[config.mk]
export PLATFORM = sky130hd
export DESIGN_NAME = spec_select_top
export DESIGN_NICKNAME = d
export VERILOG_FILES = /design/src/design/dataflow_pkg.sv /design/src/design/antitoken_tracker.sv /design/src/design/arith_branch.sv /design/src/design/eager_fork.sv /design/src/design/elastic_fifo.sv /design/src/design/spec_select_top.sv /design/src/design/speculative_select.sv
export SDC_FILE = /design/constraint.sdc
export NUM_CORES = 1
export LEC_CHECK = 0
export CORE_ASPECT_RATIO = 2
export CORE_MARGIN = 2
export CORE_UTILIZATION = 35
export DETAILED_ROUTE_END_ITERATION = 16
export DONT_BUFFER_PORTS = 1
export HOLD_SLACK_MARGIN = 0.06
export MAX_ROUTING_LAYER = met4
export PLACE_DENSITY = 0.46
export SLEW_MARGIN = 0
export SYNTH_ARGS = -nofsm -noshare
export SYNTH_HDL_FRONTEND = slang
export SYNTH_SLANG_ARGS = --single-unit
[constraint.sdc]
create_clock -name clk -period 3.88 [get_ports clk]
set_clock_uncertainty 0.05 [all_clocks]
set_input_delay 0.388 -clock clk [delete_from_list [all_inputs] [get_ports clk]]
set_output_delay 0.388 -clock clk [all_outputs]
set_load 0.005 [all_outputs]
[src/design/dataflow_pkg.sv]
package dataflow_pkg;

  typedef enum logic [0:0] {
    OP_ADD = 1'b0,
    OP_SUB = 1'b1
  } branch_op_e;

  // selector input index
  typedef enum logic [0:0] {
    SIDE_TRUE  = 1'b0,  // adder
    SIDE_FALSE = 1'b1   // subtractor
  } sel_side_e;

  localparam int DEFAULT_WIDTH = 32;
  localparam int MAX_WIDTH     = 64;

  // result wraps modulo 2^width
  function automatic logic [MAX_WIDTH-1:0] apply_op(
    input branch_op_e           op,
    input logic [MAX_WIDTH-1:0] a,
    input logic [MAX_WIDTH-1:0] b,
    input int unsigned          width
  );
    logic [MAX_WIDTH-1:0] mask;
    logic [MAX_WIDTH-1:0] raw;
    mask = (width >= MAX_WIDTH) ? '1 : ((MAX_WIDTH'(1) << width) - 1'b1);
    raw  = (op == OP_ADD) ? (a + b) : (a - b);
    return raw & mask;
  endfunction

endpackage

[src/design/antitoken_tracker.sv]
module antitoken_tracker (
  input  logic clk,
  input  logic reset,
  input  logic pvalid      [2],
  input  logic generate_at [2],
  output logic kill        [2],
  output logic stop_valid
);

  import dataflow_pkg::*;

  logic flag [2];

  // flag waits for the late token on its side
  always_ff @(posedge clk) begin
    if (!reset) begin
      flag[SIDE_TRUE]  <= 1'b0;
      flag[SIDE_FALSE] <= 1'b0;
    end else begin
      for (int s = 0; s < 2; s++) begin
        flag[s] <= !pvalid[s] && (generate_at[s] || flag[s]);
      end
    end
  end

  for (genvar s = 0; s < 2; s++) begin : g_kill
    assign kill[s] = generate_at[s] || flag[s];  // drop whatever shows up
  end

  assign stop_valid = flag[SIDE_TRUE] || flag[SIDE_FALSE];

  // selector only skips the side it did not pick
  a_one_side: assert property (
    @(posedge clk) disable iff (!reset)
    !(generate_at[SIDE_TRUE] && generate_at[SIDE_FALSE])
  );

endmodule

[src/design/arith_branch.sv]
module arith_branch #(
  parameter dataflow_pkg::branch_op_e OP = dataflow_pkg::OP_ADD,
  parameter int WIDTH   = 32,
  parameter int LATENCY = 1
) (
  input  logic             clk,
  input  logic             reset,
  input  logic [WIDTH-1:0] a_data,
  input  logic             a_valid,
  output logic             a_ready,
  input  logic [WIDTH-1:0] b_data,
  input  logic             b_valid,
  output logic             b_ready,
  output logic [WIDTH-1:0] res_data,
  output logic             res_valid,
  input  logic             res_ready
);

  import dataflow_pkg::*;

  logic [MAX_WIDTH-1:0] op_full;
  logic [WIDTH-1:0]     op_res;
  logic                 join_fire;

  logic [LATENCY-1:0] stage_valid;
  logic [LATENCY-1:0] stage_adv;
  logic [LATENCY-1:0] stage_in_valid;
  logic [WIDTH-1:0]   stage_data    [LATENCY];
  logic [WIDTH-1:0]   stage_in_data [LATENCY];

  if (LATENCY < 1) begin : g_bad_latency
    $error("arith_branch needs LATENCY >= 1");
  end
  if (WIDTH > MAX_WIDTH) begin : g_bad_width
    $error("arith_branch WIDTH above MAX_WIDTH");
  end

  assign op_full = apply_op(OP, MAX_WIDTH'(a_data), MAX_WIDTH'(b_data), WIDTH);
  assign op_res  = op_full[WIDTH-1:0];

  // join of both operands into stage 0
  assign join_fire = a_valid && b_valid && stage_adv[0];
  assign a_ready   = b_valid && stage_adv[0];
  assign b_ready   = a_valid && stage_adv[0];

  for (genvar i = 0; i < LATENCY; i++) begin : g_stage
    if (i == 0) begin : g_first
      assign stage_in_valid[i] = join_fire;
      assign stage_in_data[i]  = op_res;
    end else begin : g_next
      assign stage_in_valid[i] = stage_valid[i-1];
      assign stage_in_data[i]  = stage_data[i-1];
    end

    // empty stages take new data, so bubbles collapse
    if (i == LATENCY - 1) begin : g_last
      assign stage_adv[i] = !stage_valid[i] || res_ready;
    end else begin : g_mid
      assign stage_adv[i] = !stage_valid[i] || stage_adv[i+1];
    end
  end

  always_ff @(posedge clk) begin
    if (!reset) begin
      stage_valid <= '0;
    end else begin
      for (int i = 0; i < LATENCY; i++) begin
        if (stage_adv[i]) stage_valid[i] <= stage_in_valid[i];
      end
    end
  end

  always_ff @(posedge clk) begin
    for (int i = 0; i < LATENCY; i++) begin
      if (stage_adv[i]) stage_data[i] <= stage_in_data[i];
    end
  end

  assign res_data  = stage_data[LATENCY-1];
  assign res_valid = stage_valid[LATENCY-1];

  // operands stay offered until the join takes them
  a_a_hold: assert property (
    @(posedge clk) disable iff (!reset)
    a_valid && !a_ready |=> a_valid && $stable(a_data)
  );

  a_b_hold: assert property (
    @(posedge clk) disable iff (!reset)
    b_valid && !b_ready |=> b_valid && $stable(b_data)
  );

endmodule

[src/design/eager_fork.sv]
module eager_fork #(
  parameter type payload_t = logic
) (
  input  logic     clk,
  input  logic     reset,
  input  payload_t in_data,
  input  logic     in_valid,
  output logic     in_ready,
  output payload_t out0_data,
  output logic     out0_valid,
  input  logic     out0_ready,
  output payload_t out1_data,
  output logic     out1_valid,
  input  logic     out1_ready
);

  logic sent0;
  logic sent1;
  logic done0;
  logic done1;

  assign out0_data = in_data;
  assign out1_data = in_data;

  // each copy shown until taken once
  assign out0_valid = in_valid && !sent0;
  assign out1_valid = in_valid && !sent1;

  assign done0 = sent0 || out0_ready;
  assign done1 = sent1 || out1_ready;

  // release input with the last copy
  assign in_ready = done0 && done1;

  always_ff @(posedge clk) begin
    if (!reset) begin
      sent0 <= 1'b0;
      sent1 <= 1'b0;
    end else if (in_valid && in_ready) begin
      sent0 <= 1'b0;  // token fully delivered
      sent1 <= 1'b0;
    end else begin
      sent0 <= sent0 || (out0_valid && out0_ready);
      sent1 <= sent1 || (out1_valid && out1_ready);
    end
  end

  // upstream keeps its token steady until both consumers took it
  a_in_stable: assert property (
    @(posedge clk) disable iff (!reset)
    in_valid && !in_ready |=> in_valid && $stable(in_data)
  );

endmodule

[src/design/elastic_fifo.sv]
module elastic_fifo #(
  parameter type payload_t = logic,
  parameter int  DEPTH     = 4
) (
  input  logic     clk,
  input  logic     reset,
  input  payload_t in_data,
  input  logic     in_valid,
  output logic     in_ready,
  output payload_t out_data,
  output logic     out_valid,
  input  logic     out_ready
);

  localparam int PTR_W = (DEPTH > 1) ? $clog2(DEPTH) : 1;
  localparam int CNT_W = $clog2(DEPTH + 1);

  payload_t         mem [DEPTH];
  logic [PTR_W-1:0] wr_ptr;
  logic [PTR_W-1:0] rd_ptr;
  logic [CNT_W-1:0] count;
  logic [CNT_W-1:0] count_next;
  logic             out_valid_q;
  logic             push;
  logic             pop;

  function automatic logic [PTR_W-1:0] ptr_inc(input logic [PTR_W-1:0] p);
    return (p == PTR_W'(DEPTH - 1)) ? '0 : p + 1'b1;
  endfunction

  assign in_ready  = (count != CNT_W'(DEPTH));
  assign push      = in_valid && in_ready;
  assign pop       = out_valid_q && out_ready;
  assign out_valid = out_valid_q;
  assign out_data  = mem[rd_ptr];

  always_comb begin
    count_next = count;
    if (push && !pop) count_next = count + 1'b1;
    else if (pop && !push) count_next = count - 1'b1;
  end

  always_ff @(posedge clk) begin
    if (!reset) begin
      wr_ptr      <= '0;
      rd_ptr      <= '0;
      count       <= '0;
      out_valid_q <= 1'b0;
    end else begin
      if (push) wr_ptr <= ptr_inc(wr_ptr);
      if (pop) rd_ptr <= ptr_inc(rd_ptr);
      count       <= count_next;
      out_valid_q <= (count_next != '0);  // new entry visible next cycle
    end
  end

  always_ff @(posedge clk) begin
    if (push) mem[wr_ptr] <= in_data;
  end

  a_no_overflow: assert property (
    @(posedge clk) disable iff (!reset)
    count <= CNT_W'(DEPTH)
  );

  // registered valid must track the count
  a_no_underflow: assert property (
    @(posedge clk) disable iff (!reset)
    pop |-> count != '0
  );

endmodule

[src/design/spec_select_top.sv]
module spec_select_top #(
  parameter int WIDTH       = dataflow_pkg::DEFAULT_WIDTH,
  parameter int ADD_LATENCY = 1,
  parameter int SUB_LATENCY = 3,
  parameter int COND_DEPTH  = 4,
  parameter int OUT_DEPTH   = 4
) (
  input  logic             clk,
  input  logic             reset,
  input  logic [WIDTH-1:0] a_data,
  input  logic             a_valid,
  output logic             a_ready,
  input  logic [WIDTH-1:0] b_data,
  input  logic             b_valid,
  output logic             b_ready,
  input  logic             cond,
  input  logic             cond_valid,
  output logic             cond_ready,
  output logic [WIDTH-1:0] result,
  output logic             result_valid,
  input  logic             result_ready
);

  import dataflow_pkg::*;

  // fork outputs, add side and sub side
  logic [WIDTH-1:0] fa_add_data;
  logic             fa_add_valid;
  logic             fa_add_ready;
  logic [WIDTH-1:0] fa_sub_data;
  logic             fa_sub_valid;
  logic             fa_sub_ready;
  logic [WIDTH-1:0] fb_add_data;
  logic             fb_add_valid;
  logic             fb_add_ready;
  logic [WIDTH-1:0] fb_sub_data;
  logic             fb_sub_valid;
  logic             fb_sub_ready;

  logic [WIDTH-1:0] add_data;
  logic             add_valid;
  logic             add_ready;
  logic [WIDTH-1:0] sub_data;
  logic             sub_valid;
  logic             sub_ready;

  logic             cf_data;
  logic             cf_valid;
  logic             cf_ready;
  logic [WIDTH-1:0] sel_data;
  logic             sel_valid;
  logic             sel_ready;

  eager_fork #(.payload_t(logic [WIDTH-1:0])) fork_a (
    .clk(clk), .reset(reset),
    .in_data(a_data), .in_valid(a_valid), .in_ready(a_ready),
    .out0_data(fa_add_data), .out0_valid(fa_add_valid), .out0_ready(fa_add_ready),
    .out1_data(fa_sub_data), .out1_valid(fa_sub_valid), .out1_ready(fa_sub_ready)
  );

  eager_fork #(.payload_t(logic [WIDTH-1:0])) fork_b (
    .clk(clk), .reset(reset),
    .in_data(b_data), .in_valid(b_valid), .in_ready(b_ready),
    .out0_data(fb_add_data), .out0_valid(fb_add_valid), .out0_ready(fb_add_ready),
    .out1_data(fb_sub_data), .out1_valid(fb_sub_valid), .out1_ready(fb_sub_ready)
  );

  // both branches run on every pair
  arith_branch #(.OP(OP_ADD), .WIDTH(WIDTH), .LATENCY(ADD_LATENCY)) add_branch (
    .clk(clk), .reset(reset),
    .a_data(fa_add_data), .a_valid(fa_add_valid), .a_ready(fa_add_ready),
    .b_data(fb_add_data), .b_valid(fb_add_valid), .b_ready(fb_add_ready),
    .res_data(add_data), .res_valid(add_valid), .res_ready(add_ready)
  );

  arith_branch #(.OP(OP_SUB), .WIDTH(WIDTH), .LATENCY(SUB_LATENCY)) sub_branch (
    .clk(clk), .reset(reset),
    .a_data(fa_sub_data), .a_valid(fa_sub_valid), .a_ready(fa_sub_ready),
    .b_data(fb_sub_data), .b_valid(fb_sub_valid), .b_ready(fb_sub_ready),
    .res_data(sub_data), .res_valid(sub_valid), .res_ready(sub_ready)
  );

  elastic_fifo #(.payload_t(logic), .DEPTH(COND_DEPTH)) cond_fifo (
    .clk(clk), .reset(reset),
    .in_data(cond), .in_valid(cond_valid), .in_ready(cond_ready),
    .out_data(cf_data), .out_valid(cf_valid), .out_ready(cf_ready)
  );

  speculative_select #(.WIDTH(WIDTH)) select0 (
    .clk(clk), .reset(reset),
    .cond(cf_data), .cond_valid(cf_valid), .cond_ready(cf_ready),
    .true_data(add_data), .true_valid(add_valid), .true_ready(add_ready),
    .false_data(sub_data), .false_valid(sub_valid), .false_ready(sub_ready),
    .result(sel_data), .result_valid(sel_valid), .result_ready(sel_ready)
  );

  elastic_fifo #(.payload_t(logic [WIDTH-1:0]), .DEPTH(OUT_DEPTH)) out_fifo (
    .clk(clk), .reset(reset),
    .in_data(sel_data), .in_valid(sel_valid), .in_ready(sel_ready),
    .out_data(result), .out_valid(result_valid), .out_ready(result_ready)
  );

endmodule

[src/design/speculative_select.sv]
module speculative_select #(
  parameter int WIDTH = 32
) (
  input  logic             clk,
  input  logic             reset,
  input  logic             cond,
  input  logic             cond_valid,
  output logic             cond_ready,
  input  logic [WIDTH-1:0] true_data,
  input  logic             true_valid,
  output logic             true_ready,
  input  logic [WIDTH-1:0] false_data,
  input  logic             false_valid,
  output logic             false_ready,
  output logic [WIDTH-1:0] result,
  output logic             result_valid,
  input  logic             result_ready
);

  import dataflow_pkg::*;

  logic early_valid;
  logic fire_valid;
  logic out_fire;
  logic stop_valid;
  logic pvalid      [2];
  logic generate_at [2];
  logic kill        [2];

  // cond plus the side it picks, other side not needed
  assign early_valid = cond_valid && (cond ? true_valid : false_valid);
  assign fire_valid  = early_valid && !stop_valid;
  assign out_fire    = fire_valid && result_ready;

  assign pvalid[SIDE_TRUE]  = true_valid;
  assign pvalid[SIDE_FALSE] = false_valid;

  // antitoken only for a side still missing
  assign generate_at[SIDE_TRUE]  = out_fire && !true_valid;
  assign generate_at[SIDE_FALSE] = out_fire && !false_valid;

  assign true_ready  = !true_valid || out_fire || kill[SIDE_TRUE];
  assign false_ready = !false_valid || out_fire || kill[SIDE_FALSE];
  assign cond_ready  = !cond_valid || out_fire;

  assign result       = cond ? true_data : false_data;
  assign result_valid = fire_valid;

  antitoken_tracker tracker0 (
    .clk         (clk),
    .reset       (reset),
    .pvalid      (pvalid),
    .generate_at (generate_at),
    .kill        (kill),
    .stop_valid  (stop_valid)
  );

endmodule

After elaboration in Yosys (flattened, before gate mapping)
Memory sizes are Yosys's and may differ from the RTL's. A register that Yosys moved wholly into a read port is not among the register bits.
Cells that the tools add are included.
{"block": "classes", "n_addsub": 10, "eq_ne": 6, "muxes": 30, "n_bitwise": 3, "n_reduce_logical": 72}
{"op": "1-bit logical AND", "n": 34}
{"op": "32-bit adder", "n": 1}
{"op": "32-bit 2-to-1 mux", "n": 1}
{"op": "32-bit subtractor", "n": 1}
{"op": "1-bit logical OR", "n": 20}
{"op": "1-bit 2-to-1 mux", "n": 17}
{"op": "2-bit 2-to-1 mux", "n": 8}
{"op": "1-bit logical NOT", "n": 14}
{"op": "3-bit 2-to-1 mux", "n": 4}
{"op": "2-bit by 1-bit adder with 2-bit output (second input constant)", "n": 4}
{"op": "2-bit equality test (second input constant)", "n": 4}
{"op": "3-bit by 1-bit adder with 3-bit output (second input constant)", "n": 2}
{"op": "3-bit inequality test (second input constant)", "n": 2}
{"op": "3-bit nonzero test", "n": 2}
{"op": "3-bit by 1-bit subtractor with 3-bit output (second input constant)", "n": 2}
{"op": "2-bit OR reduction", "n": 2}
{"op": "1-bit OR", "n": 2}
{"op": "1-bit NOT", "n": 1}
{"block": "totals", "regBits": 24, "mem_bits_rw": 262, "in_bits": 71, "output_inout_bits": 36, "elab_cells": 142, "mem_count": 5}
{"memory": "out_fifo.mem", "words": 4, "width": 32, "read_ports": 1, "rd_clocked_by_memory_dff": 1, "wr": 1, "line_no": "elastic_fifo.sv:18", "source": "payload_t mem [DEPTH];"}
{"memory": "sub_branch.stage_data", "words": 3, "width": 32, "read_ports": 3, "rd_clocked_by_memory_dff": 0, "wr": 3, "line_no": "arith_branch.sv:28", "source": "logic [WIDTH-1:0] stage_data [LATENCY];"}
{"memory": "add_branch.stage_data", "words": 1, "width": 32, "read_ports": 1, "rd_clocked_by_memory_dff": 0, "wr": 1, "line_no": "arith_branch.sv:28"}
{"memory": "cond_fifo.mem", "words": 4, "width": 1, "read_ports": 1, "rd_clocked_by_memory_dff": 1, "wr": 1, "line_no": "elastic_fifo.sv:18"}
{"memory": "select0.tracker0.flag", "words": 2, "width": 1, "read_ports": 2, "rd_clocked_by_memory_dff": 0, "wr": 2, "line_no": "antitoken_tracker.sv:12", "source": "logic flag [2];"}

Longest topological paths before layout
Gate-level depths: netlist (run 1).
An unclocked memory read counts as a cell.
{"block": "logic_depth", "ltp_word": 16, "ltp_mapped": 11, "depth_no_buf": 11}

By module
Synthesis (run 1) repeated with hierarchy kept, for this count alone.
{"block": "unflattened", "cells_unflattened": 1235, "area_unflattened_um2": 15773.9}
{"mod": "arith_branch at sub_branch", "n_inst": 1, "cells_each": 441, "area_per_inst_um2": 5261.3, "seq_area_each_um2": 2942.8}
{"mod": "elastic_fifo at out_fifo", "n_inst": 1, "cells_each": 226, "area_per_inst_um2": 5152.4, "seq_area_each_um2": 4043.9}
{"mod": "arith_branch at add_branch", "n_inst": 1, "cells_each": 301, "area_per_inst_um2": 2936.6, "seq_area_each_um2": 980.9}
{"mod": "eager_fork", "n_inst": 2, "cells_each": 75, "area_per_inst_um2": 579.3, "seq_area_each_um2": 40.0}
{"mod": "elastic_fifo at cond_fifo", "n_inst": 1, "cells_each": 64, "area_per_inst_um2": 691.9, "seq_area_each_um2": 320.3}
{"mod": "speculative_select", "n_inst": 1, "cells_each": 46, "area_per_inst_um2": 496.7, "seq_area_each_um2": 0.0}
{"mod": "antitoken_tracker", "n_inst": 1, "cells_each": 7, "area_per_inst_um2": 76.3, "seq_area_each_um2": 40.0}

Least setup slack after synthesis (run 1)
OpenSTA, ideal clock, no wires.
{"block": "synth_timing", "path_kind": "input to register", "start": "input port a_data[0]", "end": "memory add_branch.stage_data[0][30] (data pin)", "setup_time_ns": 0.263, "arrival_time_ns": 2.735, "t_required_ns": 3.567, "setup_slack_ns": 0.832, "stages": 11, "path_buffers": 0, "path_cell_list": "ha_1 > inv_1 > fa_1 > o21ba_1 > or4_4 > a211o_2 > o31ai_2 > nor2_1 > o31ai_2 > a311oi_1 > xnor2_1"}
{"block": "synth_between", "elab_chain_cells": 1}
{"item": "start, declared", "line_no": "spec_select_top.sv:10", "source": "input logic [WIDTH-1:0] a_data,"}
{"item": "32-bit adder"}
{"item": "net add_branch.op_full[30]", "line_no": "arith_branch.sv:21", "source": "logic [MAX_WIDTH-1:0] op_full;"}
{"item": "end, declared", "line_no": "arith_branch.sv:28"}
The timed path passes the listed nets, and every way through them passes these cells.

Final worst setup path (run 1)
{"block": "layout_timing", "start": "register out_fifo.count[1]", "end": "output port a_ready"}
{"block": "layout_between", "elab_chain_cells": 11, "elab_cells_between_ends": 19, "cone_classes": "1 x eq/ne; 18 x reduce/logical"}
{"item": "start, declared", "line_no": "elastic_fifo.sv:21", "source": "logic [CNT_W-1:0] count;"}
{"item": "start signal, assigned", "line_no": "elastic_fifo.sv:52", "source": "count <= count_next;"}
{"item": "3-bit inequality test *", "line_no": "elastic_fifo.sv:31", "source": "assign in_ready = (count != CNT_W'(DEPTH));"}
{"item": "1-bit logical AND *", "line_no": "speculative_select.sv:33", "source": "assign out_fire = fire_valid && result_ready;"}
{"item": "1-bit logical AND", "line_no": "speculative_select.sv:40", "source": "assign generate_at[SIDE_FALSE] = out_fire && !false_valid;"}
{"item": "1-bit logical OR", "line_no": "antitoken_tracker.sv:27", "source": "assign kill[s] = generate_at[s] || flag[s];"}
{"item": "1-bit logical OR", "line_no": "speculative_select.sv:43", "source": "assign false_ready = !false_valid || out_fire || kill[SIDE_FALSE];"}
{"item": "1-bit logical OR", "line_no": "arith_branch.sv:57", "source": "assign stage_adv[i] = !stage_valid[i] || res_ready;"}
{"item": "1-bit logical OR (2 in a row)", "line_no": "arith_branch.sv:59", "source": "assign stage_adv[i] = !stage_valid[i] || stage_adv[i+1];"}
{"item": "1-bit logical AND", "line_no": "arith_branch.sv:43", "source": "assign a_ready = b_valid && stage_adv[0];"}
{"item": "1-bit logical OR", "line_no": "eager_fork.sv:30", "source": "assign done1 = sent1 || out1_ready;"}
{"item": "1-bit logical AND *", "line_no": "eager_fork.sv:33", "source": "assign in_ready = done0 && done1;"}
{"item": "end, declared", "line_no": "spec_select_top.sv:12", "source": "output logic a_ready,"}
Mark *: on every way between the ends. The rest lies on a longest branch, timed or not.

==> results of run 1 <==
kinds of logic (layout without fill, tap and decap cells):
logic type / after synthesis / count (layout)
AO/OA/AOI/OAI: 194 / 194
XOR/XNOR: 65 / 65
adder cells (fa/ha/maj): 80 / 80
buffers and inverters: 120 / 152
flip-flops: 290 / 290
multiplexers: 66 / 66
AND/OR/NAND/NOR: 188 / 188
area by class of cell:
class                   instances  share of cell area
multi-input cells             593               0.318
clock inverters                19              0.0130
inverters                      80              0.0196
flip-flops and latches        290               0.550
repair buffers                 24              0.0129
well taps                     520              0.0425
clock buffers                  29              0.0447
critical path, delay by kind of cell (launching register included):
| kind | cells | cell delay, ns |
|---|---|---|
| DFF | 1 | 0.37 |
| and+or+nand+nor | 4 | 0.70 |
| AOI/OAI and AO/OA | 2 | 0.46 |
| adders and majority gates | 1 | 0.20 |
| buffers and inverters | 2 | 0.28 |
metal layers:
metal / part of all wire / track usage
met5: 0 / -
met4: 0.027 / 0.0502
met3: 0.036 / 0.0184
met2: 0.54 / 0.275
met1: 0.39 / 0.162
sequential cells by signal, summed over array words and instances (netlist names), named ones only:
name,cells
add_branch.stage_data,32
cond_fifo.out_valid,1
cond_fifo.wr_ptr,2
out_fifo.out_valid,1
fork_a.sent0,1
sub_branch.stage_valid,3
out_fifo.count,3
out_fifo.rd_ptr,2
select0.tracker0.flag,2
cond_fifo.count,3
cond_fifo.mem,4
fork_b.sent0,1
out_fifo.wr_ptr,2
out_fifo.mem,128
sub_branch.stage_data,96
fork_b.sent1,1
fork_a.sent1,1
add_branch.res_valid,1
cond_fifo.rd_ptr,2
placed cells by master (no fill, tap or decap), drive strengths merged, types with 5 or more instances in the layout:
cell | synthesis | final
and3 | 11 | 11
clkbuf | 22 | 29
dlygate4sd3 | 0 | 7
edfxtp | 260 | 260
a31oi | 11 | 11
mux2 | 33 | 33
xnor2 | 54 | 54
a21o | 14 | 14
nand2 | 37 | 37
nor3 | 15 | 15
o21ai | 30 | 30
a211oi | 5 | 5
mux4 | 33 | 33
dfxtp | 30 | 30
clkinv | 1 | 14
o21a | 7 | 7
or3 | 8 | 8
nand3 | 8 | 8
o31ai | 7 | 7
nor2 | 66 | 66
nor2b | 9 | 9
a311oi | 5 | 5
o21bai | 5 | 5
nand2b | 7 | 7
ha | 78 | 78
xor2 | 11 | 11
inv | 79 | 79
buf | 18 | 17
nand4 | 8 | 8
a21oi | 76 | 76
worst max-delay path by stage:
| stage | to | slack, ns | cells after the start |
|---|---|---|---|
| 2_1_floorplan | add_branch.stage_data[0][30] | 0.83 | 11 |
| 3_3_place_gp | add_branch.stage_data[0][30] | 0.48 | 11 |
| 3_5_place_dp | add_branch.stage_data[0][30] | 0.45 | 11 |
| 4_1_cts | a_ready | 0.87 | 9 |
| 5_1_grt | a_ready | 0.66 | 9 |
| 6_report | a_ready | 0.92 | 9 |
power by group through the flow:
stage | Clock (mW) | Sequential (mW) | Combinational, mW
6_report | 2.65 | 4.15 | 1.34
5_1_grt | 2.85 | 4.19 | 1.51
4_1_cts | 2.75 | 4.15 | 1.38
3_5_place_dp | 0 | 4.22 | 1.36
3_3_place_gp | 0 | 4.21 | 1.35
2_1_floorplan | 0 | 4.15 | 1.02
==> metrics.yaml, run 1 <==
power:
  sequentialPowerShare: 0.509
  power_density_nw_per_um2: 532
  p_leak_nw: 5.56
  peakVddDrop_v: 0.000256
  pwr-share-clk: 0.326
  sw_frac_of_total: 0.249
  switchingPower_mw: 2.03
  power_mw: 8.14
  internal_power_mw: 6.11
  power_frac_comb: 0.165
floorplanning:
  die_x_um: 144
  dieHeight_um: 284
  die_area_um2: 41000
  core_area_um2: 38800
  rows: 102
  num_io_pins: 107
  initial_utilization: 0.354
timing:
  finalSetupViolCount: 0
  whs_ns: 0.115
  worst_pin_slew_ns: 0.757
  fin_crit_sh: 0.764
  min_period_ns: 2.96
  finalMaxSlewViolations: 0
  max_freq_ghz: 0.338
  rsz0062_at_grt: "false"
  worst_slack_ns: 0.917
  slew_headroom: 0.495
  hold_violations: 0
  setup_tns_ns: 0
worst_setup_path:
  start_kind: "register"
  cp_common_cell: "nor2_1"
  critPathMaxStageDelay_ns: 0.37
  required_ns: 3.44
  reg2reg_slack_ns: 1.17
  cp_max_fo: 8
  critPathKind: "reg2out"
  r2r_start: "cond_fifo.mem[2]"
  crit_path_end_kind: "primary output"
  crit_start: "out_fifo.count[1]"
  path_cells: "inv_1, ha_1, a2111oi_2, buf_4, a211oi_1, and2_1, nor2_1, nor2_1, nor3_1"
  crit_arrival_ns: 2.52
  r2r_cells: 8
  regToRegEndpoint: "cond_fifo.out_valid"
  critPathSlowestCell: "dfxtp_1"
synth:
  synth.distinct_cells: 67
  synth_area_leader_cell: "edfxtp_1"
  synthCells: 1003
  seq_area_frac_synth: 0.612
  ys_top_cells_by_area: "edfxtp_1 57%, ha_1 7.1%, mux4_2 5.4%"
  ys_warn_count: 0
  synth_edf_count: 260
  ys_seq_elements: 290
  synthMuxAreaShare: 0.0814
  synth_top_family_by_area: "compound AO/OA/AOI/OAI gates"
  dominantRegCellSynth: "edfxtp_1"
  synth_compound_area_frac: 0.0904
  synthAdderAreaFrac: 0.0739
  ys_top_cells_by_count: "260 x edfxtp_1, 79 x inv_1, 78 x ha_1"
  syn_avg_cell_area_um2: 13.7
  syn-cell-area_um2: 13700
  async_flop_share: 0
  synth_top_area_frac: 0.568
  synth_xor_area_frac: 0.0414
  synth_most_common_cell: "edfxtp_1"
  synth-simple-area-share: 0.0664
  syn_nets: 1154
clocking:
  ctsRootBufferMaster: "clkbuf_16"
  cts_hold_buf: 7
  clockBufferDepth: 3
  cts_buffers: 26
  htree_levels: 1
  cts_sinks: 290
  tritoncts: "built"
  cts_setup_buffers: 0
  cts.clk_slew.worst_paths_ns: 0.07
  clk_latency_ns: 0.53
  cts_resized: 0
routing:
  drc_errors: 0
  dr_total_vias: 7671
  drt-pass1-iter-count: 7
  drt_iter0_drc: 382
  wl_per_cell_um: 18.8
  wl_mm: 29.3
  ant_nets: 0
  via_per_inst: 4.93
min_path:
  min_to: "add_branch.res_valid"
  hold_depth: 3
  hold_class: "in2reg"
  min-delay-start: "b_valid"
global_routing:
  first_global_vias: 8253
  groute.usage.overall: 0.149
  grt_overflow: 0
  grt_max_degree: 34
  antenna_found_initial: 0
  grt_pass1_wl_mm: 45.7
placed_design:
  port_buffers: 0
  globalplace.congestion: 0.829
  place_area_um2: 14300
  place_inst: 1500
  dp_hpwl_mm: 21.2
  dp_slack_ns: 0.455
status:
  status: "complete, no violations"
final_layout:
  fillCellCount: 3776
  final_nets: 1166
  syn2layout_area_growth_pct: 11.3
  regArea_um2: 8410
  multi_input_comb_area_um2: 4860
  fin_cells: 1555
  final_area_um2: 15300
  drive_gt1_frac: 0.132
  n_antenna_cell: 0
  utilization: 0.394
flow_run:
  maxCapViolCount: 0
Power figures use the tool's default switching activity.
==> run 2: changes to the inputs <==
--- a/config.mk
+++ b/config.mk
@@ -12,7 +12,7 @@
 export DONT_BUFFER_PORTS = 1
 export HOLD_SLACK_MARGIN = 0.06
 export MAX_ROUTING_LAYER = met4
-export PLACE_DENSITY = 0.46
+export PLACE_DENSITY = 0.48
 export SLEW_MARGIN = 0
 export SYNTH_ARGS = -nofsm -noshare
 export SYNTH_HDL_FRONTEND = slang
==> constraint.sdc (replaced) <==
create_clock -name clk -period 2.7 [get_ports clk]
set_clock_uncertainty 0.05 [all_clocks]
set_input_delay 0.27 -clock clk [delete_from_list [all_inputs] [get_ports clk]]
set_output_delay 0.27 -clock clk [all_outputs]
set_load 0.005 [all_outputs]
==> run 2 against run 1 <==
Net effect:
- first-iteration DRC count up 5.2%
- combinational power up 69%
- clock power up 32%
- design area up 6.3%
- flip-flop and latch count unchanged
- power up 44%
- clock-buffer cell count unchanged
- cell count up 6.6%
- highest routed layer unchanged
- register-to-register slack worse by 1.1 ns
- critical path depth down 1
- core utilization up 2.5 points
==> metrics.yaml, run 2 (same netlist as run 1, synthesis figures left out) <==
timing:
  max_freq_ghz: 0.385
  fin_crit_sh: 0.962
  rsz0062_at_grt: "true"  # was false
  whs_ns: 0.0762  # was 0.115 ns
  hold_violations: 0  # unchanged
  finalSetupViolCount: 0  # unchanged
  worst_pin_slew_ns: 0.609  # was 0.757 ns
  finalMaxSlewViolations: 0  # unchanged
  slew_headroom: 0.591  # was 0.495
  min_period_ns: 2.60
routing:
  via_per_inst: 4.87  # was 4.93
  drt-pass1-iter-count: 4  # was 7
  wl_mm: 30.2  # was 29.3 mm
  drt_iter0_drc: 402  # was 382
  dr_total_vias: 8072  # was 7671
  drc_errors: 0  # unchanged
  ant_nets: 0  # unchanged
  wl_per_cell_um: 18.2  # was 18.8 um
power:
  p_leak_nw: 6.08  # was 5.56 nW
  sequentialPowerShare: 0.508  # was 0.509
  sw_frac_of_total: 0.248  # was 0.249
  power_frac_comb: 0.194  # was 0.165
  peakVddDrop_v: 0.000321  # was 0.000256 V
  pwr-share-clk: 0.298  # was 0.326
  switchingPower_mw: 2.92  # was 2.03 mW
  power_density_nw_per_um2: 722  # was 532 nW/um2
  power_mw: 11.7  # was 8.14 mW
  internal_power_mw: 8.82  # was 6.11 mW
global_routing:
  grt_overflow: 0  # unchanged
  grt_pass1_wl_mm: 46.9  # was 45.7 mm
  antenna_found_initial: 0  # unchanged
  groute.usage.overall: 0.153  # was 0.149
  grt_max_degree: 34  # unchanged
  first_global_vias: 8622  # was 8253
final_layout:
  final_nets: 1270  # was 1166
  n_antenna_cell: 0  # unchanged
  regMostFlops: "out_fifo.mem"  # unchanged
  drive_gt1_frac: 0.218  # was 0.132
  final_common_cell: "edfxtp_1"  # unchanged
  regArea_um2: 8410  # about the same
  largestRegisters: "out_fifo.mem: 128 flops, sub_branch.stage_data: 96 flops, add_branch.stage_data: 32 flops"  # unchanged
  syn2layout_area_growth_pct: 18.2  # was 11.3%
  multi_input_comb_area_um2: 4950  # was 4860 um2
  largest_reg_flops: 128  # unchanged
  final_cell_mix: "260 x edfxtp_1, 106 x buf_4, 76 x inv_1, 76 x ha_1, 75 x a21oi_1"  # was 260 x edfxtp_1, 79 x inv_1, 78 x ha_1
  fillCellCount: 3671  # was 3776
  final_area_um2: 16300  # was 15300 um2
floorplanning:
  die_area_um2: 41000  # unchanged
  initial_utilization: 0.354  # unchanged
  core_area_um2: 38800  # unchanged
  rows: 102  # unchanged
  dieHeight_um: 284  # unchanged
  num_io_pins: 107  # unchanged
  die_x_um: 144  # unchanged
placed_design:
  place_area_um2: 15200  # was 14300 um2
  globalplace.congestion: 0.860  # was 0.829
  port_buffers: 0  # unchanged
  dp_hpwl_mm: 22.5  # was 21.2 mm
clocking:
  ctsRootBufferMaster: "clkbuf_16"  # unchanged
  clk_latency_ns: 0.52  # was 0.53 ns
  clockBufferDepth: 3  # unchanged
  cts_sinks: 290  # unchanged
  cts_buffers: 25  # was 26
  tritoncts: "built"  # unchanged
  htree_levels: 1  # unchanged
  cts.clk_slew.worst_paths_ns: 0.07  # about the same
min_path:
  hold_class: "in2reg"  # unchanged
  hold_depth: 2  # was 3
  min_to: "add_branch.stage_data[0][0]"  # was add_branch.res_valid
  min-delay-start: "b_data[0]"  # was b_valid
worst_setup_path:
  r2r_cells: 9  # was 8
  regToRegEndpoint: "out_fifo.out_valid"  # was cond_fifo.out_valid
  reg2reg_slack_ns: 0.11  # was 1.17 ns
  cp_max_fo: 5  # was 8
  crit_path_end_kind: "primary output"  # unchanged
  start_kind: "register"  # unchanged
  r2r_start: "cond_fifo.mem[2]"  # unchanged
  critPathKind: "reg2out"  # unchanged
  crit_arrival_ns: 2.28  # was 2.52 ns
  required_ns: 2.38  # was 3.44 ns
status:
  status: "complete, no violations"  # unchanged
flow_run:
  maxCapViolCount: 0  # unchanged
[run 2: layout make-up]
class                      count  share of cell area
clock inverter                16             0.00924
timing repair buffer         129              0.0713
inverter                      80              0.0185
tap                          520              0.0400
sequential                   290               0.517
multi-input combinational    593               0.304
clock buffer                  29              0.0394
[run 2: worst max-delay path, stage by stage, from the launching register on]
cell      delay, ns
edfxtp_1       0.37
mux4_2         0.53
buf_12         0.16
nand2b_1       0.07
a211oi_2       0.08
and2_4         0.17
nor2_2         0.07
nor2_1         0.05
nor3_2         0.25
[run 2: power groups by stage]
stage	registers [mW]	logic [mW]	clock network [mW]
floorplan	5.96	1.46	0
global placement	6.04	2.15	0
detailed placement	6.07	2.17	0
CTS	5.97	2.28	3.62
global route	6.03	2.51	3.77
finish	5.96	2.27	3.50
[run 2: what timing repair did]
item / 4_1_cts / 5_1_grt
buffers inserted: 5 / 3
hold buffers: 11 / 0
pin swaps: 2 / 7
gates cloned: 1 / 0
hold endpoints to repair: 22 / 0
setup endpoints to repair: 2 / 3
resized for setup: 12 / 8
[run 2: worst max-delay path by stage]
stage,cells after the start,startpoint,end
after global routing,8,cond_fifo.mem[2],a_ready
after detailed placement,10,b_data[1],sub_branch.stage_data[0][29]
final,8,cond_fifo.mem[2],a_ready
after floorplan,11,a_data[0],add_branch.stage_data[0][30]
after global placement,11,b_data[1],sub_branch.stage_data[0][21]
after CTS,9,out_fifo.count[0],a_ready
[run 2: layer usage]
metal / up-vias / GRT usage / routed length (um)
met5: - / - / 0
met4: 0 / 0.0447 / 731
met3: 45 / 0.0190 / 1140
met2: 160 / 0.289 / 16800
met1: 3909 / 0.162 / 11500
li1: 3958 / - / -
[run 2: metrics by stage]
| step | TNS (ns) | utilization | setup WS (ns) | cells |
|---|---|---|---|---|
| final | 0 | 0.419 | 0.103 | 1657 |
| after global routing | -0.00674 | 0.419 | -0.00674 | 1657 |
| after CTS | 0 | 0.418 | 0.0101 | 1654 |
| after detailed placement | -3.77 | 0.392 | -0.293 | 1592 |
| after global placement | -3.47 | 0.392 | -0.253 | 1592 |
| after floorplan | -0.185 | - | -0.105 | 1003 |
